--- config.mk ---
export PLATFORM = sky130hd
export DESIGN_NAME = arch_map_table
export DESIGN_NICKNAME = d
export VERILOG_FILES = /design/src/rtl/rename_pkg.sv /design/src/rtl/arch_map_table.sv
export VERILOG_INCLUDE_DIRS = /design/src /design/src/include
export SDC_FILE = /design/constraint.sdc
export NUM_CORES = 1
export LEC_CHECK = 0
export BUFFER_PORTS_ARGS = -buffer_cell sky130_fd_sc_hd__buf_4
export CORE_MARGIN = 2
export CORE_UTILIZATION = 68
export DETAILED_ROUTE_END_ITERATION = 12
export MAX_ROUTING_LAYER = met4
export PLACE_DENSITY = 0.86
export SYNTH_ARGS = -nofsm -noshare
export SYNTH_HDL_FRONTEND = slang
export SYNTH_SLANG_ARGS = --single-unit
--- constraint.sdc ---
create_clock -name clk -period 6.55 [get_ports clk]
set_input_delay 1.31 -clock clk [delete_from_list [all_inputs] [get_ports clk]]
set_output_delay 1.31 -clock clk [all_outputs]
set_load 0.02 [all_outputs]
--- src/include/rename_params.svh ---
`ifndef RENAME_PARAMS_SVH
`define RENAME_PARAMS_SVH

// architectural register count seen by software
`define ARCH_REGS 32

// physical registers backing the rename pool
`define PHYS_REGS 64

// width of one register value
`define REG_WIDTH 32

`endif

--- src/rtl/rename_pkg.sv ---
package rename_pkg;

    `include "rename_params.svh"

    // index into the architectural map
    typedef logic [$clog2(`ARCH_REGS)-1:0] arch_idx_t;

    // index into the physical register file
    typedef logic [$clog2(`PHYS_REGS)-1:0] phys_idx_t;

    // one register value
    typedef logic [`REG_WIDTH-1:0] reg_val_t;

endpackage

--- src/rtl/arch_map_table.sv ---
`timescale 1ns/1ps

`include "rename_params.svh"

module arch_map_table (
    input  logic                  clk,
    input  logic                  reset,

    input  logic                  uop_update,
    input  rename_pkg::arch_idx_t arch_rd1,
    input  rename_pkg::arch_idx_t arch_rd2,
    input  rename_pkg::arch_idx_t arch_wr,
    input  rename_pkg::phys_idx_t new_phys,

    input  logic                  rob_update,
    input  rename_pkg::arch_idx_t arch_rob_update,
    input  rename_pkg::phys_idx_t arch_rob_nonspec_phys,

    input  logic                  rollback,

    output rename_pkg::phys_idx_t arch_rd1_phys,
    output rename_pkg::phys_idx_t arch_rd2_phys,
    output rename_pkg::phys_idx_t arch_wr_oldphys
);

    import rename_pkg::*;

    phys_idx_t spec_map   [`ARCH_REGS];
    phys_idx_t commit_map [`ARCH_REGS];
    phys_idx_t spec_nxt   [`ARCH_REGS];
    phys_idx_t commit_nxt [`ARCH_REGS];

    // lookups see the map as it was before this edge
    assign arch_rd1_phys   = spec_map[arch_rd1];
    assign arch_rd2_phys   = spec_map[arch_rd2];
    assign arch_wr_oldphys = spec_map[arch_wr];

    always_comb begin
        commit_nxt = commit_map;
        if (rob_update) begin
            commit_nxt[arch_rob_update] = arch_rob_nonspec_phys;
        end

        // rollback sees the commit of the same cycle, and drops the rename
        spec_nxt = spec_map;
        if (rollback) begin
            spec_nxt = commit_nxt;
        end else if (uop_update) begin
            spec_nxt[arch_wr] = new_phys;
        end
    end

    always_ff @(posedge clk) begin
        if (reset) begin
            // identity mapping out of reset
            for (int i = 0; i < `ARCH_REGS; i++) begin
                spec_map[i]   <= phys_idx_t'(i);
                commit_map[i] <= phys_idx_t'(i);
            end
        end else begin
            spec_map   <= spec_nxt;
            commit_map <= commit_nxt;
        end
    end

endmodule

Yosys cells after proc, flatten, opt, wreduce, memory -nomap -nowiden
Cells that the tools add are included.
{ "word_totals": {"out_inout_bits": 18, "input_bits": 37, "reg_bits": 384} }
{ "classes": {"muxes": 18, "n_reduce_logical": 3, "n_lt_le_gt_ge": 6, "n_bitwise": 4} }
{ "ops": {"columns": ["operator", "n"], "rows": [
  ["192-bit 2-to-1 mux", 3],
  ["192-bit bitwise mux", 2],
  ["6-bit binary-select mux with 5-bit select", 3],
  ["6-bit demux with 5-bit select", 2],
  ["6-bit 2-to-1 mux", 8],
  ["6-bit >= comparator (second input constant)", 4],
  ["5-bit NOT with 6-bit output", 4],
  ["6-bit by 1-bit less-than comparator with 1-bit output (second input constant)", 2],
  ["1-bit logical AND", 2],
  ["2-bit nonzero test", 1]
]} }

Depth between registers and ports, before layout
{ "logic_depth": {"depth_word": 8, "ltp_mapped": 7} }

Least setup slack after synthesis
No wires, ideal clock.
{ "synth_path": {"kind": "input to output", "start": "input port arch_rd2[2]", "end": "output port arch_rd2_phys[0]", "n_path_buf": 2, "arrival_time_ns": 3.099, "slack_ns": 2.141, "path_stages": 5, "required_ns": 5.240, "cell_sequence": "clkbuf_1 > clkbuf_1 > mux4_2 > mux4_2 > mux2_2"} }
{ "synth_via": {"elab_chain_cells": 4} }
{ "synth_rtl": {"columns": ["item", "line_no", "text"], "rows": [
  ["start: declaration", "arch_map_table.sv:11", "input rename_pkg::arch_idx_t arch_rd2,"],
  ["5-bit NOT with 6-bit output (not written as such)", "arch_map_table.sv:35", "assign arch_rd2_phys = spec_map[arch_rd2];"],
  ["6-bit binary-select mux with 5-bit select", "arch_map_table.sv:35", null],
  ["6-bit 2-to-1 mux (not written as such) (2 in series)", "arch_map_table.sv:35", null],
  ["end: declaration", "arch_map_table.sv:22", "output rename_pkg::phys_idx_t arch_rd2_phys,"]
]} }
Every way passes these cells. The select of a mux whose other input is x is not followed.

Worst setup path in the final report
{ "layout_path": {"start": "input port arch_rd2[1]", "end": "output port arch_rd2_phys[2]"} }
Same word-level chain as after synthesis.

==> key figures <==
Clocking
  • Skew-Pair Late Insertion Delay: ~0.54 ns
  • # Post-CTS Setup Buffers: 0
  • Clock-pin slew on the worst setup and hold paths: approximately 0.060 ns
  • Root buf cell: clkbuf_16
  • CTS tree: yes
  • Clock Path Buffers: 3
  • Hold_buf cts: 0
  • H-tree depth: 2
  • CTS buffer count: 41
  • Post-cts sizing count: 0
  • Sink Count: 384

Worst hold path
  • Min-Delay Path Class: flip-flop to flip-flop
  • Critical hold path startpoint: commit_map[114]

Timing
  • Slew headroom: approximately a quarter
  • Final critical-path share of the clock period: 76.91%
  • Setup tns final: 0 ns
  • Post-Route Skew: 0.01059 ns
  • RSZ-0062 raised after global routing: false
  • Final Setup Violations: 0
  • Slew Limit Fails: 0
  • F_max: 198.5 MHz
  • Tightest Pin Transition: 1.143 ns
  • Minimum clock period: 5.037 ns
  • Hold Fails Final Rpt: 0

Status
  • Outcome: finished clean

GRT
  • Largest net degree at the start of global routing: 110
  • Antenna violations before repair: 1
  • Global-route wire length before repair: 109600 um
  • GRT Resource Usage Total: 46.70%
  • GRT overflow: 0
  • Vias in the first global route: 18.05k

Logic synthesis
  • Asr flop ratio synth: 0%
  • Sequential area share after synthesis: around 37%
  • Mapped Nets: between 2k and 2.5k
  • Synthesized cell area: 0.02085 mm2
  • Most used DFF post-synth: dfxtp_1
  • Register bit count reported by yosys: approximately 380
  • Syn_area_per_cell: 10.13 um2
  • Largest cells by area after synthesis: dfxtp_1 (37%), mux4_2 (18%), nand3_1 (5.7%)
  • Post-Syn Instances: 2058
  • Netlist cell types: 44
  • Share of the synthesized area in the top cell type: around 37%
  • Area leader, netlist: dfxtp_1
  • Top-count cell post-synth: dfxtp_1
  • Post-synth EDFFs: 0
  • Synth warn: 0
  • Synth cell count leaders: dfxtp_1 (384), nand3_1 (238), clkbuf_1 (212)

Worst setup path
  • Kind of critical path: primary input to primary output
  • Crit path max fanout: between 40 and 50
  • Reg-to-reg critical path startpoint: spec_map[175]
  • Req. time, crit path: 5.24 ns
  • CP arrival: ~3.7 ns
  • Critical path startpoint category: primary input
  • CP startpoint: arch_rd2[1]
  • Critical path capture point type: primary output

Placement
  • Post-DP HPWL: 43610 um
  • RD Place Congestion: 1.020
  • PortBufs: 54

Final layout
  • Final nets: 1957
  • Area growth syn-to-layout: 7.147%
  • Layout cells sized above 1: 17.54%

Drt
  • Vias per cell: 8.175
  • Drt pass-1 iters: 9
  • DRC errors left: 0
  • WL/cell: roughly 31 um
  • DRT Wirelength: 73530 um
  • Routed vias: 19.21k
  • 1st-iter DRT viols: 3477
  • DRT antenna net count: 0

Floorplanning
  • Die X: 179.1 um
  • I/O pins: 55
  • Die Height: about 180 um
  • FP Rows: 64
  • Core area: 0.03043 mm2
  • Die ar.: 0.03208 mm2
  • Initial Util: 68.52%

Power and ir drop
  • PwrDens: 240.0 mW/mm2
  • Design Power: between 5 and 6 mW
  • Static Leak: 7.919 nW
  • Max VDD drop: about 0.21 mV

Job
  • Max_cap viols: 0
## logic make-up (layout without fill, tap and decap cells)
group | count (synthesis) | after routing | synth area share, %
other cells | 0 | 4 | 0
compound gates | 583 | 583 | 18.90
simple gates | 541 | 541 | 14.97
flops | 384 | 384 | 36.87
buf+inv | 258 | 150 | 5.023
mux | 292 | 292 | 24.24
## critical path, stage by stage
cell    delay (ns)
buf_4         0.66
mux4_2        0.60
mux4_2        0.58
mux2_2        0.33
buf_4         0.17
## placed cells by master (no fill, tap or decap), types with 7 or more instances in the layout
cell	netlist	layout
a211o_1	80	80
a211oi_1	42	42
a21o_1	80	80
a21oi_1	91	91
a22oi_1	24	24
and3_1	106	106
buf_4	0	75
clkbuf_16	0	43
clkbuf_8	0	13
clkinv_2	0	9
dfxtp_1	384	384
mux2_2	12	12
mux2i_1	112	112
mux4_2	164	164
nand2_1	45	45
nand3_1	238	238
nand3b_1	80	80
nand4_1	7	7
nor2_1	23	22
o21ai_0	169	169
o2bb2ai_1	91	91
## state kept, by name, indices dropped and copies added, names as in the netlist
signal	count
commit_map	192
spec_map	192
## report_power, final
part	switching (mW)	internal, mW
Clock	0.981	1.40
Sequential	0.0355	2.37
Combinational	0.389	0.191
Total	1.41	3.96
## routing by layer
metal	vias up	global-route usage, %	wire [um]
li1	7677	-	-
met1	9241	58.57	24760
met2	1813	64.78	30900
met3	481	15.54	12180
met4	0	29.47	5689
met5	-	-	0
## worst paths after layout
check,end,slack (ns),cells past startpoint
max,arch_rd2_phys[2],1.51,5
min,commit_map[114],0.48,2
max reg2reg,spec_map[175],5.42,3
min reg2reg,commit_map[114],0.48,2
## per-stage QoR
step                hold slack (ns)  util (%)  area [um2]  setup slack, ns  instances
CTS                          0.4832     73.38       22330            1.532       2346
global route                 0.4978     73.39       22330            1.397       2347
floorplan                    0.4495         -       20850            2.141       2058
global placement             0.4621     68.85       20950            1.606       2273
detailed placement           0.4750     68.85       20950            1.525       2273
finish                       0.4838     73.42       22340            1.513       2350
## final cells by class
type                            instances  area (um2)
Clock inverter                         15       137.6
Timing Repair Buffer                   77       590.6
Multi-Input combinational cell       1416       12180
Clock buffer                           58        1242
Tap cell                              396       495.5
Fill cell                            2036        8089
Antenna cell                            4       10.01
Sequential cell                       384        7687
Power figures use the tool's default switching activity.
