**src/include/rename_params.svh**
```systemverilog
`ifndef RENAME_PARAMS_SVH
`define RENAME_PARAMS_SVH

// architectural register count seen by software
`define ARCH_REGS 32

// physical registers backing the rename pool
`define PHYS_REGS 64

// width of one register value
`define REG_WIDTH 32

`endif

```
**src/rtl/rename_pkg.sv**
```systemverilog
package rename_pkg;

    `include "rename_params.svh"

    // index into the architectural map
    typedef logic [$clog2(`ARCH_REGS)-1:0] arch_idx_t;

    // index into the physical register file
    typedef logic [$clog2(`PHYS_REGS)-1:0] phys_idx_t;

    // one register value
    typedef logic [`REG_WIDTH-1:0] reg_val_t;

endpackage

```
**src/rtl/free_list.sv**
```systemverilog
`timescale 1ns/1ps

`include "rename_params.svh"

module free_list (
    input  logic                  clk,
    input  logic                  reset,

    input  logic                  alloc,

    input  logic                  rob_update,
    input  rename_pkg::phys_idx_t phys_rob_nonspec,
    input  rename_pkg::phys_idx_t phys_rob_free,

    input  logic                  rollback,

    output rename_pkg::phys_idx_t next_free,
    output logic                  none_free
);

    import rename_pkg::*;

    logic [`PHYS_REGS-1:0] free_vec;
    logic [`PHYS_REGS-1:0] commit_vec;
    logic [`PHYS_REGS-1:0] free_nxt;
    logic [`PHYS_REGS-1:0] commit_nxt;

    // lowest free index wins
    always_comb begin
        next_free = '0;
        for (int i = `PHYS_REGS - 1; i >= 0; i--) begin
            if (free_vec[i]) begin
                next_free = phys_idx_t'(i);
            end
        end
    end

    assign none_free = ~|free_vec;

    always_comb begin
        free_nxt   = free_vec;
        commit_nxt = commit_vec;
        if (alloc && !rollback) begin
            free_nxt[next_free] = 1'b0;
        end
        if (rob_update) begin
            commit_nxt[phys_rob_nonspec] = 1'b1;
            commit_nxt[phys_rob_free]    = 1'b0;
            free_nxt[phys_rob_free]      = 1'b1;
        end
        // anything not committed goes back to the pool
        if (rollback) begin
            free_nxt = ~commit_nxt;
        end
    end

    always_ff @(posedge clk) begin
        if (reset) begin
            for (int i = 0; i < `PHYS_REGS; i++) begin
                free_vec[i]   <= (i >= `ARCH_REGS);
                commit_vec[i] <= (i < `ARCH_REGS);
            end
        end else begin
            free_vec   <= free_nxt;
            commit_vec <= commit_nxt;
        end
    end

endmodule

```
**config.mk**
```make
export PLATFORM = sky130hd
export DESIGN_NAME = free_list
export DESIGN_NICKNAME = d
export VERILOG_FILES = /design/src/rtl/rename_pkg.sv /design/src/rtl/free_list.sv
export VERILOG_INCLUDE_DIRS = /design/src /design/src/include
export SDC_FILE = /design/constraint.sdc
export NUM_CORES = 1
export LEC_CHECK = 0
export ABC_CLOCK_PERIOD_IN_PS = 5240
export BUFFER_PORTS_ARGS = -buffer_cell sky130_fd_sc_hd__buf_2
export CORE_ASPECT_RATIO = 1.25
export CORE_MARGIN = 5
export CORE_UTILIZATION = 55
export CTS_CLUSTER_DIAMETER = 120
export DETAILED_ROUTE_END_ITERATION = 7
export PLACE_DENSITY = 0.72
export SLEW_MARGIN = 20
export SYNTH_ARGS = -nofsm -noshare
export SYNTH_HDL_FRONTEND = slang
export SYNTH_SLANG_ARGS = --single-unit
```
**constraint.sdc**
```tcl
create_clock -name clk -period 5.24 [get_ports clk]
set_input_delay 0.786 -clock clk [delete_from_list [all_inputs] [get_ports clk]]
set_output_delay 0.786 -clock clk [all_outputs]
set_load 0.01 [all_outputs]
```
Word level (Yosys, flattened, before mapping) --
Cells that the tools add are included.
Word-level totals: input bits 17, logic and storage cells 96, output and inout port bits 7, bits in registers 128
Cells by class: $lt $le $gt $ge 6, muxes and demuxes 74, reduce and logical (&&, ||, !) cells 7, bitwise operators 7
Operators by type and width (number):
- 2-to-1 mux 6 bit | 64
- 2-to-1 mux 64 bit | 4
- inverter 64 bit | 3
- bitwise AND 64 bit | 2
- bitwise OR 64 bit | 2
- OR reduction 64 bit | 1
- less-than comparator 6 x 7 -> 1 bit, second input constant | 3
- demux 1 bit (select 6 bit) | 3
- >= comparator 6 x 1 -> 1 bit, second input constant | 3
- logical AND 1 bit | 4
- 2-to-1 mux 1 bit | 3
- logical NOT 1 bit | 2

Depth between registers and ports, before layout --
Gate-level depths: netlist of the first run.
depth after elaboration 74, mapped depth 10, mapped depth without buffers 8

Least setup slack after synthesis of the first run --
No wires, ideal clock.
path kind register to output, from register free_vec[13], to output port next_free[1], path slack 2371 ps, arrival 2083 ps, required time 4454 ps, stages on the path, launching flop included 8, path buffers 1, path through dfxtp_1 -> clkbuf_1 -> or4_1 -> nor3_1 -> a221oi_1 -> or2_2 -> a21oi_2 -> and2_1
Between the ends: word-level cells in the longest chain between the ends 14
RTL lines:
- start: declaration | line free_list.sv:23 | logic [`PHYS_REGS-1:0] free_vec;
- start signal: indexed assignment | line free_list.sv:60 | free_vec[i] <= (i >= `ARCH_REGS);
- start signal: assignment | line free_list.sv:64 | free_vec <= free_nxt;
- 2-to-1 mux 6 bit (14 in a row) | line free_list.sv:32 | if (free_vec[i]) begin
- end: declaration | line free_list.sv:17 | output rename_pkg::phys_idx_t next_free,
No other way between the ends.

Worst setup path in the final report of the first run --
from register free_vec[55], to output port next_free[2]
Between the ends: word-level cells in the longest chain between the ends 56
RTL lines (line):
- 2-to-1 mux 6 bit (56 in a row) | free_list.sv:32
No other way between the ends.

==> impl_metrics.env, run 1 <==
export IMPL_final_common_cell="nor2_1"
export IMPL_synth_net_count=947
export IMPL_vias=7639
export IMPL_netSwitchingPower_mw=0.682
export IMPL_arrival_ns=3.03
export IMPL_crit_type="flop to output pin"
export IMPL_fin_setup_tns_ns=0
export IMPL_ys_async_sr_fraction_pct=0
export IMPL_timing_rr_start="free_vec[55]"
export IMPL_syn2layout_area_growth_pct=10.7
export IMPL_globalRouteTotalUtil_pct=34.6
export IMPL_vdd_ir_drop_max_v=0.000245
export IMPL_outcome="finished clean"
export IMPL_layout_worst_path_cycle_share_pct=72.9
export IMPL_final_cell_mix="142 x nor2_1, 128 x dfxtp_1, 126 x a21oi_1"
export IMPL_reg2regPathDepth=7
export IMPL_p_leak_nw=2.81
export IMPL_yosys_area_top_type_share_pct=36.6
export IMPL_skew_ns=0.00884
export IMPL_avgViaCountPerCell=6.93
export IMPL_clock_root_buffer="clkbuf_16"
export IMPL_layout_nets=938
export IMPL_drc_errors=0
export IMPL_ant_nets=0
export IMPL_ys_flop_type="dfxtp_1"
export IMPL_hold_depth=2
export IMPL_worst_pin_slew_ns=1.13
export IMPL_yosys_warnings=0
export IMPL_synth_cell_types=72
export IMPL_cp_start_kind="flop"
export IMPL_crit_start="free_vec[55]"
export IMPL_pwr_share_clk_pct=48.3
export IMPL_grt_max_degree=77
export IMPL_core_area_mm2=0.0126
export IMPL_p_int_mw=1.76
export IMPL_grt_pass1_wl_mm=40.6
export IMPL_finalWorstSetupSlack_ns=1.42
export IMPL_cts_resized=0
export IMPL_ys_top_cells_by_area="dfxtp_1 37%, a21oi_1 9.0%, nor2_1 7.7%"
export IMPL_antenna_found_initial=0
export IMPL_finalWirelength_mm=26.5
export IMPL_rows=46
export IMPL_die_area_mm2=0.0151
export IMPL_drv_slew=0
export IMPL_mappedNetlistArea_mm2=0.00699
export IMPL_cts_buffers_inserted=17
export IMPL_synth_seq_area_share_pct=36.6
export IMPL_drtIter0Drc=905
export IMPL_maxCapViolations=0
export IMPL_die_y_um=136
export IMPL_hold_viol=0
export IMPL_post_cts_buffers=0
export IMPL_synthCells=930
export IMPL_yosysTopAreaCell="dfxtp_1"
export IMPL_synth_edf_count=0
export IMPL_hold_class="flop to flop"
export IMPL_synth_seq_cells=128
export IMPL_pin_count=24
export IMPL_pwr_share_seq_pct=41.2
export IMPL_ctsHoldBuffers=0
export IMPL_cts_buffer_depth=2
export IMPL_combPwrFrac_pct=10.5
export IMPL_place_gp_congestion=1.05
export IMPL_die_w_um=111
export IMPL_wl_per_cell_um=24.0
export IMPL_overflow=0
export IMPL_cts_sinks=128
export IMPL_p_per_area_mw_per_mm2=315
export IMPL_cp_end_kind="output pin"
export IMPL_crit_required_ns=4.45
export IMPL_start_util_pct=55.5
export IMPL_fmax_mhz=262
export IMPL_dpl_worst_slack_ns=1.53
export IMPL_grt_pass1_vias=7030
export IMPL_drive_above_1_share_pct=9.31
export IMPL_period_minus_slack_ns=3.82
export IMPL_drt_pass1_iterations=6
export IMPL_clk_latency_ns=0.42
export IMPL_worstPathMaxFanout=14
export IMPL_hp_start="commit_vec[48]"
export IMPL_hpwl_mm=19.6
export IMPL_cts_reportedPaths_clkPinSlew_ns=0.06
export IMPL_n_antenna_cell=0
export IMPL_relSlewSlack_pct=23.9
export IMPL_p_sw_share_pct=27.9
export IMPL_avgSynthCellArea_um2=7.52
export IMPL_io_buffer_count=23
export IMPL_cts_max_level=4
export IMPL_grt_setup_unrepaired="false"
export IMPL_finalSetupViolations=0
export IMPL_cts_tree="built"
Yosys cell counts (14+ instances only):
cell type / count
nor3_1: 38
dfxtp_1: 128
a31oi_1: 25
nor2_1: 143
a21oi_1: 126
a211oi_1: 18
nor4_1: 17
a22oi_1: 14
or4_1: 15
clkbuf_1: 49
o21ai_0: 63
nand2_1: 46
o31ai_1: 20
inv_1: 36
sequential cells by signal (all words and copies together) (netlist names):
signal      flops
commit_vec     64
free_vec       64
stage by stage:
step / total power, mW / hold WS [ns] / instances / utilization [%] / instance area, um2
floorplan: 1.19 / 0.452 / 930 / - / 6990
finish: 2.44 / 0.485 / 1102 / 61.4 / 7740
global placement: 1.27 / 0.468 / 1070 / 56.7 / 7140
global route: 2.51 / 0.507 / 1102 / 61.4 / 7740
detailed placement: 1.27 / 0.473 / 1070 / 56.7 / 7150
CTS: 2.43 / 0.491 / 1102 / 61.4 / 7730
layout make-up:
type / count / area (um2)
fill: 1125 / 4870
multi-input combinational: 705 / 4060
sequential: 128 / 2560
clock buffer: 17 / 425
tap: 168 / 210
timing repair buffer: 32 / 183
clock inverter: 15 / 163
inverter: 37 / 139
critical path, stage by stage (launching register included):
cell      delay, ns
dfxtp_1        0.34
or4_1          0.59
a211oi_1       0.41
o21ai_0        0.19
a21oi_2        0.72
inv_1          0.16
buf_2          0.20
cell families (layout without fill, tap and decap cells):
group | count (synthesis) | in the layout | synth area share (%)
simple gates | 347 | 347 | 24.8
compound gates | 358 | 358 | 33.1
buf+inv | 97 | 101 | 5.44
flops | 128 | 128 | 36.6
power groups by stage:
stage                     Sequential (mW)  Clock [mW]  Combinational (mW)
after floorplan                      1.02           0               0.168
after global placement               1.02           0               0.243
after detailed placement             1.03           0               0.246
after CTS                            1.00        1.18               0.247
after global routing                 1.01        1.23               0.270
final                                1.01        1.18               0.255
per-layer routing:
| metal | wire (um) | vias up | track usage [%] | part of all wire [%] |
|---|---|---|---|---|
| met4 | 1320 | 0 | 16.0 | 5.0 |
| met1 | 10200 | 3575 | 43.8 | 39 |
| li1 | - | 3447 | - | - |
| met5 | 0 | - | 0 | 0 |
| met2 | 11900 | 531 | 55.8 | 45 |
| met3 | 2970 | 86 | 8.68 | 11 |
path summary, 6_finish.rpt:
kind | endpoint | slack (ns)
setup reg to reg | free_vec[2] | 1.45
hold reg to reg | commit_vec[48] | 0.49
hold / removal | commit_vec[48] | 0.49
setup / recovery | next_free[2] | 1.42
Power figures use the tool's default switching activity.
==> run 2, diff against run 1 <==
ABC_CLOCK_PERIOD_IN_PS = 3900   (was 5240)
clock period = 3.9 ns   (was 5.24 ns; I/O delays follow)
==> run 2 against run 1 <==
Compared with the run above: power grew 39%; first-iteration DRC count is 28% higher; worst hold slack better by 0.013 ns; sequential share of layout area shrank 0.46 points; clock skew barely moved; global-route usage is 0.59 points lower; utilization up 0.86 points; combinational power rose by 36%; wire length decreased by 1.0%; cell count rose by 0.82%; flip-flop and latch count is the same; critical path type unchanged.
==> impl_metrics.env, run 2 (same netlist as run 1, synthesis figures left out) <==
export IMPL_outcome="finished clean"
export IMPL_cp_start_kind="flop"
export IMPL_hp_start="commit_vec[56]"
export IMPL_n_antenna_cell=0
export IMPL_regToRegSetupSlack_ns=0.64
export IMPL_finalSetupViolations=0
export IMPL_clock_root_buffer="clkbuf_16"
export IMPL_die_area_mm2=0.0151
export IMPL_worst_pin_slew_ns=0.946
export IMPL_grt_setup_unrepaired="false"
export IMPL_grt_max_degree=79
export IMPL_crit_required_ns=3.31
export IMPL_post_cts_buffers=0
export IMPL_multi_input_area_mm2=0.00405
export IMPL_p_leak_nw=2.88
export IMPL_skew_ns=0.00864
export IMPL_finalWorstSetupSlack_ns=0.400
export IMPL_layout_nets=948
export IMPL_fin_setup_tns_ns=0
export IMPL_rows=46
export IMPL_ctsHoldBuffers=0
export IMPL_arrival_ns=2.91
export IMPL_cts_buffers_inserted=17
export IMPL_overflow=0
export IMPL_timing_rr_start="free_vec[62]"
export IMPL_io_buffer_count=23
export IMPL_die_y_um=136
export IMPL_start_util_pct=55.5
export IMPL_cts_buffer_depth=2
export IMPL_final_cell_mix="143 x nor2_1, 128 x dfxtp_1, 126 x a21oi_1"
export IMPL_drt_pass1_iterations=6
export IMPL_cts_reportedPaths_clkPinSlew_ns=0.05
export IMPL_hold_class="flop to flop"
export IMPL_r2r_end="free_vec[12]"
export IMPL_grt_pass1_vias=6962
export IMPL_finalWirelength_mm=26.2
export IMPL_worstPathMaxFanout=7
export IMPL_min_to="commit_vec[56]"
export IMPL_drv_slew=0
export IMPL_syn2layout_area_growth_pct=12.2
export IMPL_hold_depth=2
export IMPL_p_per_area_mw_per_mm2=431
export IMPL_cts_resized=0
export IMPL_period_minus_slack_ns=3.50
export IMPL_clk_latency_ns=0.42
export IMPL_hpwl_mm=19.0
export IMPL_vias=7719
export IMPL_dpl_worst_slack_ns=0.786
export IMPL_fmax_mhz=286
export IMPL_wl_per_cell_um=23.6
export IMPL_layout_worst_path_cycle_share_pct=89.7
export IMPL_core_area_mm2=0.0126
export IMPL_cts_sinks=128
export IMPL_drive_above_1_share_pct=9.86
export IMPL_cp_end_kind="output pin"
export IMPL_cts_tree="built"
export IMPL_ant_nets=0
export IMPL_fill_cells=1142
export IMPL_avgViaCountPerCell=6.95
export IMPL_relSlewSlack_pct=36.7
export IMPL_cts_max_level=4
export IMPL_maxCapViolations=0
export IMPL_vdd_ir_drop_max_v=0.000275
export IMPL_hold_viol=0
export IMPL_grt_pass1_wl_mm=39.9
export IMPL_die_w_um=111
export IMPL_antenna_found_initial=0
export IMPL_pin_count=24
export IMPL_crit_type="flop to output pin"
export IMPL_register_area_mm2=0.00256
export IMPL_place_gp_congestion=1.02
export IMPL_reg2regPathDepth=7
export IMPL_drc_errors=0
export IMPL_reg_largest_list="commit_vec x64, free_vec x64"
export IMPL_final_common_cell="nor2_1"
export IMPL_drtIter0Drc=1161
export IMPL_globalRouteTotalUtil_pct=34.0
-- run 2: cell count changes in the layout (fill, tap and decap cells not counted) --
cell	change
clkinvlp_4	-1
nor3b_1	+1
nor3b_2	-1
clkbuf_1	+1
clkinv_4	-4
buf_4	+10
bufinv_16	+2
inv_6	-3
clkinv_2	+1
nor2_2	-1
clkbuf_8	+3
nor2_1	+1
-- run 2: layout make-up --
class | count | share of cell area (%)
clock buffers | 21 | 5.99
clock inverters | 10 | 2.02
inverters | 37 | 1.77
multi-input cells | 705 | 51.6
flip-flops and latches | 128 | 32.7
well taps | 168 | 2.68
repair buffers | 42 | 3.28
-- run 2: how the worst max path moves through the flow --
stage / start / end / slack [ns] / cells after the start
finish: free_vec[56] / next_free[0] / 0.40 / 7
global placement: free_vec[26] / free_vec[6] / 0.86 / 7
global route: free_vec[62] / next_free[2] / 0.24 / 6
floorplan: free_vec[13] / next_free[1] / 1.23 / 7
detailed placement: free_vec[25] / free_vec[30] / 0.79 / 7
CTS: free_vec[29] / next_free[1] / 0.45 / 7
-- run 2: routing by layer --
| metal | up-vias | global-route usage [%] | wire length [um] |
|---|---|---|---|
| met5 | - | 0 | 0 |
| met1 | 3558 | 43.5 | 9950 |
| met2 | 571 | 51.3 | 11500 |
| met4 | 0 | 21.8 | 1630 |
| met3 | 128 | 8.55 | 3090 |
| li1 | 3462 | - | - |
-- run 2: through the flow --
stage	hold slack, ns	util [%]	std cells	power, mW	cell area, um2
finish	0.499	62.3	1111	3.39	7850
floorplan	0.452	-	930	1.59	6990
detailed placement	0.483	57.3	1080	1.71	7220
CTS	0.498	62.3	1111	3.38	7850
global route	0.526	62.3	1111	3.48	7850
global placement	0.469	57.3	1080	1.70	7220
-- run 2: worst max-delay path, stage by stage (launching register included) --
cell	delay, ns
dfxtp_1	0.51
nor2b_1	0.08
or4_1	0.50
o211a_1	0.24
o31a_1	0.32
o221ai_1	0.57
nor2_1	0.11
buf_2	0.17
-- run 2: power breakdown --
group | leakage [nW] | internal, mW | total (mW) | switching (mW)
Combinational | 1.54 | 0.0962 | 0.348 | 0.252
Clock | 0.305 | 1.11 | 1.69 | 0.573
Sequential | 1.04 | 1.33 | 1.35 | 0.0242
Total | 2.88 | 2.54 | 3.39 | 0.850
